**src/verilog/pipibibs_pkg.sv**
```systemverilog
package pipibibs_pkg;

    // one 68000 bus cycle as seen by the glue logic
    typedef struct packed {
        logic        valid;  // address strobe
        logic        rw;     // 1 = read
        logic [23:1] addr;   // word address
        logic [15:0] wdata;
        logic [1:0]  be;     // {upper, lower} byte enables
    } bus_req_t;

    typedef struct packed {
        logic        dtack;  // one cycle pulse
        logic [15:0] rdata;
    } bus_rsp_t;

    typedef enum logic [2:0] {
        DEV_NONE,
        DEV_ROM,
        DEV_WRAM,
        DEV_PALRAM,
        DEV_SRAM,
        DEV_GCU,
        DEV_IO
    } dev_sel_t;

    // order matters, the GCU model reports the index
    typedef enum logic [2:0] {
        GCU_IDLE,
        GCU_SET_RAM_PTR,
        GCU_SELECT_REG,
        GCU_WRITE_REG,
        GCU_WRITE_RAM,
        GCU_READ_RAM_H,
        GCU_READ_RAM_L
    } gcu_op_t;

    typedef struct packed {
        logic [9:0] joy1;
        logic [9:0] joy2;
        logic [3:0] start;
        logic [3:0] coin;
        logic       service;
        logic       test;
        logic [7:0] dsw_a;
        logic [7:0] dsw_b;
        logic [7:0] dsw_c;
    } cabinet_t;

    // byte addresses of the main CPU map
    localparam logic [23:0] ROM_LAST    = 24'h03FFFF;
    localparam logic [23:0] WRAM_BASE   = 24'h080000; // bits 23:16
    localparam logic [23:0] PALRAM_BASE = 24'h0C0000; // bits 23:12
    localparam logic [23:0] GCU_BASE    = 24'h140000; // bits 23:16
    localparam logic [23:0] SRAM_BASE   = 24'h190000; // bits 23:12
    localparam logic [23:0] IO_BASE     = 24'h19C000; // bits 23:12

    localparam logic [11:0] IO_DSWA   = 12'h020;
    localparam logic [11:0] IO_DSWB   = 12'h024;
    localparam logic [11:0] IO_JUMPER = 12'h028;
    localparam logic [11:0] IO_SYS    = 12'h02C;
    localparam logic [11:0] IO_IN1    = 12'h030;
    localparam logic [11:0] IO_IN2    = 12'h034;

    localparam logic [3:0] GCU_VCOUNT = 4'hC;

    localparam logic [9:0] V_TOTAL       = 10'd262;
    localparam logic [9:0] V_BLANK_START = 10'd245;

    // GP9001 command for a bus cycle, idle when the offset has none
    function automatic gcu_op_t gcu_decode(input bus_req_t req);
        logic [3:0] off;
        gcu_op_t    op;
        off = {req.addr[3:1], 1'b0};
        op  = GCU_IDLE;
        if (req.rw) begin
            case (off)
                4'h4:    op = GCU_READ_RAM_H;
                4'h6:    op = GCU_READ_RAM_L;
                default: op = GCU_IDLE; // vcount is served locally
            endcase
        end else begin
            case (off)
                4'h0:       op = GCU_SET_RAM_PTR;
                4'h8:       op = GCU_SELECT_REG;
                4'hC:       op = GCU_WRITE_REG;
                4'h4, 4'h6: op = GCU_WRITE_RAM;
                default:    op = GCU_IDLE;
            endcase
        end
        return op;
    endfunction

endpackage

```
**src/verilog/pipibibs_io_ports.sv**
```systemverilog
`timescale 1ns/1ps

module pipibibs_io_ports (
    input  pipibibs_pkg::bus_req_t req_q,
    input  pipibibs_pkg::cabinet_t cab,
    input  logic [8:0]             v,
    output logic [15:0]            io_rdata,
    output logic [15:0]            vstat_rdata
);

    logic [11:0] offset;
    logic [7:0]  p1_byte;
    logic [7:0]  p2_byte;
    logic [7:0]  sys_byte;
    logic [9:0]  v_sum;
    logic [9:0]  v_wrap;

    // cabinet inputs arrive active high, the board reads them inverted
    function automatic logic [7:0] pad_byte(input logic [9:0] joy);
        pad_byte = {1'b0, ~joy[6], ~joy[5], ~joy[4], ~joy[0], ~joy[1], ~joy[2], ~joy[3]};
    endfunction

    assign offset  = {req_q.addr[11:1], 1'b0};
    assign p1_byte = pad_byte(cab.joy1);
    assign p2_byte = pad_byte(cab.joy2);

    assign sys_byte = {1'b0, ~cab.start[1], ~cab.start[0], ~cab.coin[1], ~cab.coin[0],
                       ~cab.test, 1'b0, ~cab.service};

    always_comb begin
        case (offset)
            pipibibs_pkg::IO_IN1:    io_rdata = {2{p1_byte}};
            pipibibs_pkg::IO_IN2:    io_rdata = {2{p2_byte}};
            pipibibs_pkg::IO_SYS:    io_rdata = {cab.dsw_c, sys_byte}; // high byte is dsw c
            pipibibs_pkg::IO_DSWA:   io_rdata = {2{cab.dsw_a}};
            pipibibs_pkg::IO_DSWB:   io_rdata = {2{cab.dsw_b}};
            pipibibs_pkg::IO_JUMPER: io_rdata = {2{4'h0, cab.dsw_c[3:0]}};
            default:                 io_rdata = 16'h0000;
        endcase
    end

    // blanking flag, shifted 15 lines ahead of the raster
    always_comb begin
        v_sum       = {1'b0, v} + 10'd15;
        v_wrap      = v_sum % pipibibs_pkg::V_TOTAL;
        vstat_rdata = {15'd0, v_wrap >= pipibibs_pkg::V_BLANK_START};
    end

endmodule

```
**config.mk**
```make
export PLATFORM = sky130hd
export DESIGN_NAME = pipibibs_io_ports
export DESIGN_NICKNAME = d
export VERILOG_FILES = /design/src/verilog/pipibibs_pkg.sv /design/src/verilog/pipibibs_io_ports.sv
export SDC_FILE = /design/constraint.sdc
export NUM_CORES = 1
export LEC_CHECK = 0
export BUFFER_PORTS_ARGS = -buffer_cell sky130_fd_sc_hd__buf_2
export CAP_MARGIN = 10
export CORE_UTILIZATION = 29
export DETAILED_ROUTE_END_ITERATION = 12
export PLACE_DENSITY = 0.7
export SYNTH_ARGS = -nofsm -noshare
export SYNTH_HDL_FRONTEND = slang
export SYNTH_SLANG_ARGS = --single-unit
```
**constraint.sdc**
```tcl
create_clock -name vclk -period 3.9
set_input_delay 0.39 -clock vclk [all_inputs]
set_output_delay 0.39 -clock vclk [all_outputs]
set_load 0.02 [all_outputs]
```
# Word level (Yosys, flattened, before mapping)
# Cells that the tools add are included.
[op_classes]
bitwise_logic = 20
mux = 1
eq_ne = 6
magnitude_cmp = 1
addsub = 1
div_mod_pow = 1
[ops]
columns = ["cell", "count"]
rows = [
  ["$pmux W16 S6", 1],
  ["$eq A11 B5 Y1 const B", 6],
  ["$not A1 Y1", 20],
  ["$add A9 B4 Y10 const B", 1],
  ["$ge A10 B8 Y1 const B", 1],
  ["$mod A10 B9 Y10 const B", 1],
]
[totals]
ff_bits = 0
wordCells = 30
output_inout_bits = 32
inputBits = 106

# Depth between registers and ports, before layout
# Gate-level depths: netlist of the first run.
[logic_depth]
depth_word = 3
mapped_depth = 15

# Least setup slack after synthesis of the first run
# Ideal clock, no wire load.
[synth_path]
path_kind = "in2out"
startpoint = "input v[0]"
endpoint = "output vstat_rdata[0]"
path_stages = 12
path_slack_ns = 0.679
arrival_ns = 2.831
path_cell_list = "inv_1 > ha_1 > buf_2 > nor3b_4 > a41oi_2 > o32ai_2 > a31oi_2 > or3b_4 > nor4b_2 > nor2_1 > mux2i_1 > o31ai_2"
[synth_between]
elab_chain_cells = 3
[synth_lines]
columns = ["element", "line", "rtl"]
rows = [
  ["from (decl)", "pipibibs_io_ports.sv:6", "input logic [8:0] v,"],
  ["$add A9 B4 Y10", "pipibibs_io_ports.sv:44", "v_sum = {1'b0, v} + 10'd15;"],
  ["$mod A10 B9 Y10", "pipibibs_io_ports.sv:45", "v_wrap = v_sum % pipibibs_pkg::V_TOTAL;"],
  ["$ge A10 B8 Y1", "pipibibs_io_ports.sv:46", "vstat_rdata = {15'd0, v_wrap >= pipibibs_pkg::V_BLANK_START};"],
  ["to (decl)", "pipibibs_io_ports.sv:8", "output logic [15:0] vstat_rdata"],
]
# No other way between the ends.

# Final worst setup path of the first run
# Ends and elaborated chain as after synthesis.

==> results of run 1 <==
## cell families after synthesis
| group | synth area share, % |
|---|---|
| buffers and inverters | 15.0 |
| xor gates and xnor gates | 5.67 |
| adders and majority gates | 3.04 |
| other | 0.304 |
| and+or+nand+nor | 33.4 |
| AOI/OAI and AO/OA | 29.8 |
| muxes | 12.8 |
## final timing paths
path	cells past startpoint	from	endpoint	slack [ns]
worst max-delay path	13	v[0]	vstat_rdata[0]	0.21
worst min-delay path	3	cab[24]	io_rdata[2]	1.07
## stage by stage
step / setup slack (ns) / std cells / util, % / area, µm²
final: 0.209 / 300 / 39.3 / 1590
after global routing: 0.00650 / 300 / 39.3 / 1590
after CTS: 0.218 / 300 / 39.3 / 1590
after detailed placement: 0.216 / 300 / 39.3 / 1590
after global placement: 0.255 / 300 / 39.3 / 1590
after floorplan: 0.679 / 194 / - / 1290
## area by class of cell
type | count | area, µm²
Inverter | 6 | 22.5
Multi-Input combinational cell | 163 | 1100
Timing Repair Buffer | 81 | 405
Tap cell | 50 | 62.6
Fill cell | 454 | 2460
## power by group through the flow
| stage | clock network [mW] | registers, mW | logic, mW |
|---|---|---|---|
| final | 0 | 0 | 0.149 |
| after global placement | 0 | 0 | 0.146 |
| after global routing | 0 | 0 | 0.167 |
| after floorplan | 0 | 0 | 0.112 |
| after detailed placement | 0 | 0 | 0.149 |
| after CTS | 0 | 0 | 0.150 |
## critical path, cell delays in order
cell and delay [ns]:
sky130_fd_sc_hd__buf_2 0.15, sky130_fd_sc_hd__inv_1 0.08, sky130_fd_sc_hd__ha_1 0.32, sky130_fd_sc_hd__nor3b_4 0.39, sky130_fd_sc_hd__a41oi_2 0.17, sky130_fd_sc_hd__o32ai_2 0.18
sky130_fd_sc_hd__a31oi_2 0.21, sky130_fd_sc_hd__or3b_4 0.45, sky130_fd_sc_hd__nor4b_2 0.32, sky130_fd_sc_hd__nor2_1 0.12, sky130_fd_sc_hd__mux2i_1 0.14, sky130_fd_sc_hd__o31ai_2 0.18
sky130_fd_sc_hd__buf_2 0.20
## synthesized netlist by cell type, drive strengths merged, types with 5 or more instances
master	instances
a21oi	6
mux2i	9
mux2	6
inv	6
buf	21
nor3	11
o21ai	12
xor2	5
nand2	24
nor2	16
## metal layers
layer / wire length [µm] / global-route usage [%] / vias to the layer above
met1: 1400 / 17.0 / 653
li1: - / - / 778
met5: 0 / 0 / -
met2: 1770 / 30.5 / 72
met4: 0 / 0.532 / 0
met3: 322 / 0.676 / 0
==> out/summary.md, run 1 <==
Hold timing on the final database bottoms out at a slack of 1.07 ns. The number of hold buffers added after CTS was 0. The starting DRC count in detailed routing came out at 49.

Remaining global-route overflow: 0. The tightest slew margin relative to the limit was 65.1%; the detail-routed net length per standard cell was 11.7 µm. After layout, the worst path uses 94.6% of the clock period. Entering global routing, the biggest net connects 17 pins. The cell count after synthesis came out at 180. In this run the worst hold path is classified as in2out.

The run gives 0 as the setup violation total in the final timing report. The cell area after technology mapping came out at 1230 µm². For this run, the top clock speed supported by timing is 271 MHz. The ratio of total power to cell area is 93.6 nW/µm².

The fraction of final layout cells with drive strength greater than 1 was 40.8%; the number of flip-flops and latches was 0. The logs give 3.51 ns for the required time of the critical path and 0% for the part of the total power dissipated in sequential elements. The actual slew at the worst max-slew pin was 0.519 ns.

The initial utilization of the core area, before any placement, comes to 30.4%. The die width was 67.3 µm; the sum of negative setup slack was 0 ns. Number of nets with antenna violations after detailed routing: 0.

Setup repair after global routing left no endpoint under its margin. The first global-routing pass estimated 5480 µm of wire. Summing all flip-flop and latch instances after layout gives 0 µm².

For this run, the post-layout net count is 361. Number of pins with negative max-slew slack in the final report: 0. After floorplanning, the core was sized to cover 4060 µm². The critical path class is in2out. In this run the core area contains 23 standard-cell rows. Of all cell types, the one taking the most synthesized area is sky130_fd_sc_hd__buf_4. The total setup buffers inserted after CTS came out at 0. Leaving out fill and tap cells, the most frequent cells in the layout are 81 x sky130_fd_sc_hd__buf_2, 24 x sky130_fd_sc_hd__nand2_1, 16 x sky130_fd_sc_hd__nor2_1.

The maximum fanout along the worst path is 9, and the number of DRC violations after detailed routing is 0. After detailed routing, the number of vias per cell comes to 5.01. The initial antenna violation count is 0. Post-CTS repair changed the size of 0 cells. At the end of routability-driven placement, the weighted congestion stood at 0.844. The clock buffer count in the final layout is 0, and the post-route minimum period is 3.69 ns. For the overall routing resource usage, the log shows 14.7%.

The run finished with clean final reports. The tools report the maximum VDD drop as 0.0434 mV. The repair_antennas step left the layout with diodes totalling 0. The number of iterations in the first detailed-routing pass came out at 4. STA puts the critical path data arrival time at 3.30 ns. The switching share of total power came out at 56.8%. The number of port buffers was 81. The Yosys step of the flow raised 0 warnings. The area of the die is 4520 µm², and the half-perimeter wire length of the detailed placement result is 2960 µm. From bottom edge to top edge, the die measures 67.3 µm. The net switching power was 84.7 µW; the area added between synthesis and finish was 29.0%. Distinct cell type count of the synthesized netlist: 54.

STA classifies the critical path endpoint as a primary output. STA classifies the critical path startpoint as an input port. The sequential-to-total area share from yosys stat is 0%, and the vias after detailed routing is 1503. The I/O pin total came out at 138. The total chip power was 149 µW; the synthesized area per cell was 6.86 µm². The logs give 1283 for the via count of the first global-routing pass and 0% for the relative contribution of the clock network to total power. The design internal power was 64.4 µW.

In this run the biggest area consumer among cell types represents 9.12% of the synthesized area. Max-cap violations in this run came to 0. By area the synthesized netlist is led by sky130_fd_sc_hd__buf_4 9.1%, sky130_fd_sc_hd__mux2i_1 7.3%, sky130_fd_sc_hd__nand2_1 7.3%.

The most common cell after layout, fill and taps aside was sky130_fd_sc_hd__buf_2. The tools report the total count of hold-check failures in the final report as 0. Per report_power, the combinational group accounts for 100.0% of the total.

The tools report the wire length reported by the detailed router as 3500 µm. For the leakage power, the log shows 0.835 nW.
No activity file was read; power rests on OpenSTA's default activity.
==> inputs of run 2 (changes only) <==
- BUFFER_PORTS_ARGS: -buffer_cell sky130_fd_sc_hd__buf_2 -> -buffer_cell sky130_fd_sc_hd__clkbuf_2
==> run 2 against run 1 <==
  * Non-clock buffer count increased by 3
  * Largest cell class unchanged
  * Largest power group unchanged
  * Global-route usage increased by 0.25 points
  * Final cell count increased by 1.0%
==> out/summary.md, run 2 (synthesis gave the netlist of run 1 again) <==
The startpoint type of the worst setup path is an input port. The clock buffer count in the final layout was 0 (unchanged); the number of filler cells placed in the layout was 438 (-3.5%). The area occupied by multi-input gates is 1100 µm² (unchanged). The area added between synthesis and finish was 30.8%; the starting DRC count in detailed routing was 73 (+49%). Path type of the worst min-delay path: in2out. The top cell types in the final layout, fill and taps aside, are 81 x sky130_fd_sc_hd__clkbuf_2, 24 x sky130_fd_sc_hd__nand2_1, 16 x sky130_fd_sc_hd__nor2_1. The I/O pin total is 138 (unchanged), and the actual slew at the worst max-slew pin is 0.516 ns (-0.00271 ns). Setup repair after global routing left no endpoint under its margin.

The logs give 0 (unchanged) for the number of flip-flops and latches and 15.0% (+0.25 points) for the overall routing resource usage. Tightest slew margin relative to the limit: 65.3% (+0.18 points). The tools report the number of iterations in the first detailed-routing pass as 4 (unchanged).

Sum of negative setup slack: 0 ns (unchanged). The largest net degree at the start of global routing came out at 17 (unchanged). The maximum fanout along the worst path was 9 (unchanged). The tools report the row count as 23 (unchanged). The number of nets at the end of the flow is 364 (+0.83%). The mean number of vias per cell is 5.07 (+1.1%), and the number of pins with negative max-slew slack in the final report is 0 (unchanged). The area of the die came out at 4520 µm² (unchanged). The logs give 0 (unchanged) for the setup violation total in the final timing report and 30.4% (unchanged) for the effective utilization at floorplan. The number of DRC violations after detailed routing came out at 0 (unchanged). The number of maximum-capacitance violations was 0 (unchanged). The placeable core region is 4060 µm² (unchanged).

The most common cell after layout, fill and taps aside is sky130_fd_sc_hd__clkbuf_2. The total chip power is 152 µW (+2.1%). Via count of the first global-routing pass: 1300 (+1.3%). The end-of-flow core utilization is 39.8% (+0.55 points), and the post-route clock period utilization is 92.6% (-2.0 points).

The post-route minimum period is 3.61 ns (-0.0788 ns), and the number of port buffers is 81 (unchanged). The number of gates resized after cts is 0 (unchanged). Remaining global-route overflow: 0 (unchanged).

Hold path depth: 3 (unchanged). The die span in y came out at 67.3 µm (unchanged). The run gives 0.849 nW (+1.6%) as the leakage power. The minimum hold slack is 1.07 ns (unchanged), and the maximum operating frequency is 277 MHz (+2.2%). The weighted congestion reported at the end of routability-driven placement is 0.848 (+0.53%), and the wire length reported by the detailed router is 3550 µm (+1.4%). The maximum VDD drop came out at 0.0518 mV (+19%). The ratio of total power to cell area was 94.3 nW/µm² (+0.68%); the register cell area after layout was 0 µm² (unchanged).

The sort of element at the end of the critical path was a primary output. The run gives 0 (unchanged) as the number of nets with antenna violations after detailed routing. The logs give 0 (unchanged) for the antenna diode instance count and 0 (unchanged) for the initial antenna violation count.

The logs give 3030 µm (+2.3%) for the half-perimeter wire length of the detailed placement result and 301 (+0.33%) for the number of cells in the design after placement. The run gives 303 (+1.0%) as the final instance count without filler cells. The total count of hold-check failures in the final report is 0 (unchanged).

The flow ran to the end, and the final reports show no timing, DRC or antenna violations. The detail-routed net length per standard cell is 11.7 µm (+0.42%), and the die width is 67.3 µm (unchanged). The required time of the critical path is 3.51 ns (about the same), and the vias after detailed routing is 1535 (+2.1%).

The summed area of non-filler cells in the final layout was 1620 µm² (+1.4%). The worst setup path is of the in2out kind. The arrival time of the worst setup path was 3.22 ns (-0.08 ns); the pre-CTS setup slack was 0.204 ns (-0.0120 ns). The fraction of final layout cells with drive strength greater than 1 works out to 41.5% (+0.70 points). For the post-detailed-placement cell area, the log shows 1600 µm² (+0.47%). Global-route wire length before repair: 5580 µm (+1.8%). The worst path setup slack after routing is 0.288 ns (+0.0788 ns).
[run 2: changes by cell type in the layout (fill, tap and decap cells not counted), sizes merged]
cell and delta:
clkbuf +81, buf -78
[run 2: worst paths after layout]
kind	startpoint	to
setup / recovery	v[1]	vstat_rdata[0]
hold / removal	cab[31]	io_rdata[6]
[run 2: cell type report]
class | count | area share [%]
multi-input combinational | 163 | 68.2
timing repair buffer | 84 | 26.5
tap | 50 | 3.87
inverter | 6 | 1.39
[run 2: power breakdown]
part,internal (mW),switching (mW)
combinational,0.0658,0.0865
sequential,0,0
clock,0,0
[run 2: repair_timing]
item	CTS	global route
buffers inserted	0	2
setup endpoints to repair	0	1
hold buffers	0	0
[run 2: metal layers]
layer / part of all wire, % / global-route usage [%] / vias up / wire length, µm
met2: 50 / 31.3 / 80 / 1770
met5: 0 / 0 / - / 0
met4: 0.76 / 1.33 / 0 / 27
met1: 40 / 16.9 / 667 / 1430
li1: - / - / 782 / -
met3: 9.0 / 0.507 / 6 / 318
[run 2: worst max-delay path, stage by stage]
cell and delay, ns:
sky130_fd_sc_hd__clkbuf_2 0.15, sky130_fd_sc_hd__inv_1 0.07, sky130_fd_sc_hd__ha_1 0.32, sky130_fd_sc_hd__nor3b_4 0.34, sky130_fd_sc_hd__a41oi_2 0.17, sky130_fd_sc_hd__o32ai_2 0.17
sky130_fd_sc_hd__a31oi_2 0.21, sky130_fd_sc_hd__or3b_4 0.45, sky130_fd_sc_hd__nor4b_2 0.31, sky130_fd_sc_hd__nor2_1 0.12, sky130_fd_sc_hd__mux2i_1 0.14, sky130_fd_sc_hd__o31ai_2 0.18
sky130_fd_sc_hd__clkbuf_2 0.20
==> inputs of run 3 (changes only) <==
- ABC_AREA: unset -> 1
- PLACE_DENSITY: 0.7 -> 0.72
- RECOVER_POWER: unset -> 100
==> run 3 against run 2 <==
  * Final cell count up 16%
  * Sequential share of layout area unchanged
  * Global-route usage about the same
  * Combinational power down 7%
  * Routed wire length down 0.34%
  * Power down 7.1%
  * Critical path type unchanged
  * Critical endpoint unchanged
  * Largest power group unchanged
  * Highest routed layer is now met3
==> out/summary.md, run 3 <==
The post-detailed-placement cell area was 1590 µm² (-0.94%). After synthesis, the largest family of logic cells by area is simple AND/OR/NAND/NOR gates. Ratio of total power to cell area: 90.4 nW/µm² (-4.1%).

The hold path depth was 3 (unchanged); the largest net degree at the start of global routing was 10 (-7). The worst path setup slack after routing was 0.637 ns (+0.349 ns). The remaining global-route overflow was 0 (unchanged). The library cells used most frequently in the layout, excluding fill and tap cells, are 64 x sky130_fd_sc_hd__clkbuf_2, 58 x sky130_fd_sc_hd__nand2_1, 32 x sky130_fd_sc_hd__inv_1. The run finished with clean final reports. The multiplexer fraction of the synthesized cell area was 0% (-13 points); the total count of hold-check failures in the final report was 0 (unchanged). Required time of the critical path: 3.51 ns (about the same). The post-route minimum period is 3.26 ns (-0.349 ns), and the sum of negative setup slack is 0 ns (unchanged). The pre-CTS setup slack is 0.692 ns (+0.488 ns). The tightest slew margin relative to the limit came out at 64.8% (-0.48 points). The register cell area after layout is 0 µm² (unchanged), and the actual slew at the worst max-slew pin is 0.524 ns (+0.00806 ns). The number of nets at the end of the flow is 414 (+14%), and the total setup buffers inserted after CTS is 0 (unchanged). The sequential-to-total area share from yosys stat is 0% (unchanged), and the overall routing resource usage is 15.0% (-0.022 points). The die span in y is 65.8 µm (-2.2%). Critical path class: in2out. The maximum operating frequency was 306 MHz (+11%). The maximum fanout along the worst path works out to 6 (-3). The logs give 0 (unchanged) for the number of maximum-capacitance violations and 0 (unchanged) for the clock buffer count in the final layout. The weighted congestion reported at the end of routability-driven placement came out at 0.816 (-3.8%). The arrival time of the worst setup path is 2.87 ns (-0.35 ns). The run gives 0 (unchanged) as the setup violation total in the final timing report.

The number of flip-flops and latches came out at 0 (unchanged). The run gives 141 µW (-7.1%) as the total chip power. The end-of-flow core utilization was 41.5% (+1.7 points). The area of the die was 4330 µm² (-4.3%). The synthesized area per cell was 5.29 µm² (-23%); the number of gates resized after cts was 0 (unchanged). The path type of the worst min-delay path was in2out.

The die width was 65.8 µm (-2.2%); the leakage power was 0.897 nW (+5.7%). The logs give 1.09 ns (+0.0174 ns) for the minimum hold slack and 3770 µm² (-7.1%) for the placeable core region. The number of warning messages in the yosys log is 0 (unchanged), and the area share of and/or/nand/nor cells after synthesis is 52.6% (+19 points). Yosys attributes the largest share of cell area to sky130_fd_sc_hd__nand2_1 18%, sky130_fd_sc_hd__inv_1 10%, sky130_fd_sc_hd__buf_4 9.5%. The post-synthesis compound-gate area fraction works out to 22.8% (-7.0 points). The logs give 64 (-12%) for the starting DRC count in detailed routing and 411 (-6.2%) for the number of filler cells placed in the layout. The commonest cells after synthesis are 58 x sky130_fd_sc_hd__nand2_1, 32 x sky130_fd_sc_hd__inv_1, 20 x sky130_fd_sc_hd__nor2_1.

The cell with the most instances after synthesis is sky130_fd_sc_hd__nand2_1. The number of nets with antenna violations after detailed routing is 0 (unchanged), and the hold buffer count at CTS is 0 (unchanged). The synthesized design spends more area on one cell type than any other, namely sky130_fd_sc_hd__nand2_1. The detail-routed net length per standard cell was 10.1 µm (-14%); the antenna diode instance count was 0 (unchanged). The summed area of non-filler cells in the final layout came out at 1560 µm² (-3.2%). The cell area after technology mapping was 1180 µm² (-4.5%).

The post-synthesis cell count was 223 (+24%); the number of port buffers was 81 (unchanged). The via count of the first global-routing pass is 1359 (+4.5%), and the initial antenna violation count is 0 (unchanged). The fraction of final layout cells with drive strength greater than 1 was 29.4% (-12 points).

The proportion of netlist area held by the largest area contributor was 18.5% (+9.3 points); the row count was 22 (-4.3%). The library cell used most frequently in the layout, excluding fill and tap cells, is sky130_fd_sc_hd__clkbuf_2. The maximum VDD drop was 0.0498 mV (-3.9%).

The wire length reported by the detailed router was 3540 µm (-0.34%). The effective utilization at floorplan is 31.3% (+0.85 points). For the I/O pin total, the log shows 138 (unchanged). Global-route wire length before repair: 5420 µm (-2.9%).

The run gives 351 (+17%) as the number of cells in the design after placement. The sort of element at the end of the critical path was a primary output. The synthesized-area fraction occupied by adder cells is 3.18% (+0.14 points), and the XOR/XNOR share of the synthesized area is 0.742% (-4.9 points). The distinct cell type count of the synthesized netlist is 34 (-37%).

The mean number of vias per cell is 4.65 (-8.2%). The logs give 0 (unchanged) for the number of DRC violations after detailed routing and 0 (unchanged) for the number of pins with negative max-slew slack in the final report. Area added between synthesis and finish: 32.6%. Setup repair after global routing left no endpoint under its margin.

The post-route clock period utilization is 83.7% (-8.9 points), and the half-perimeter wire length of the detailed placement result is 3100 µm (+2.4%). The tools report the number of iterations in the first detailed-routing pass as 4 (unchanged). Vias after detailed routing: 1633 (+6.4%). The startpoint type of the worst setup path is an input port. The run gives 351 (+16%) as the final instance count without filler cells.
[run 3: final cells by class]
class                      instances  area, µm²  share of cell area (%)
timing repair buffer              81        384                    24.6
multi-input combinational        188        992                    63.4
inverter                          34        128                    8.16
tap                               48       60.1                    3.84
[run 3: cell families after synthesis]
group / Yosys count
AND/OR/NAND/NOR: 131
buffers and inverters: 49
AO/OA/AOI/OAI: 38
adder cells (fa/ha/maj): 3
XOR/XNOR: 1
other: 1
[run 3: per-layer routing]
| metal | wire, µm | track usage [%] | vias to the layer above |
|---|---|---|---|
| met3 | 278 | 1.21 | 0 |
| li1 | - | - | 880 |
| met1 | 1460 | 18.0 | 683 |
| met2 | 1800 | 29.2 | 70 |
| met4 | 0 | 1.09 | 0 |
| met5 | 0 | 0 | - |
[run 3: worst paths after layout]
path	from	end	slack [ns]
setup / recovery	v[0]	vstat_rdata[0]	0.64
hold / removal	cab[31]	io_rdata[6]	1.09
[run 3: report_power, final]
group	leakage (nW)	internal [mW]	switching, mW	total (mW)
logic	0.897	0.0531	0.0884	0.141
registers	0	0	0	0
clock network	0	0	0	0
[run 3: worst max-delay path, stage by stage]
cell and delay [ns]:
sky130_fd_sc_hd__clkbuf_2 0.10, sky130_fd_sc_hd__inv_1 0.14, sky130_fd_sc_hd__ha_1 0.25, sky130_fd_sc_hd__nand2_2 0.11, sky130_fd_sc_hd__nand3_1 0.11, sky130_fd_sc_hd__nand2_2 0.12, sky130_fd_sc_hd__nor2_4 0.17, sky130_fd_sc_hd__nand3_1 0.11
sky130_fd_sc_hd__nand3_1 0.14, sky130_fd_sc_hd__inv_1 0.06, sky130_fd_sc_hd__ha_1 0.17, sky130_fd_sc_hd__inv_1 0.15, sky130_fd_sc_hd__nand2_4 0.08, sky130_fd_sc_hd__nor2_4 0.10, sky130_fd_sc_hd__nand3_1 0.09, sky130_fd_sc_hd__nand2_1 0.07
sky130_fd_sc_hd__nand3_1 0.07, sky130_fd_sc_hd__nand2_1 0.06, sky130_fd_sc_hd__nand3_1 0.06, sky130_fd_sc_hd__nand2_1 0.09, sky130_fd_sc_hd__clkbuf_1 0.24
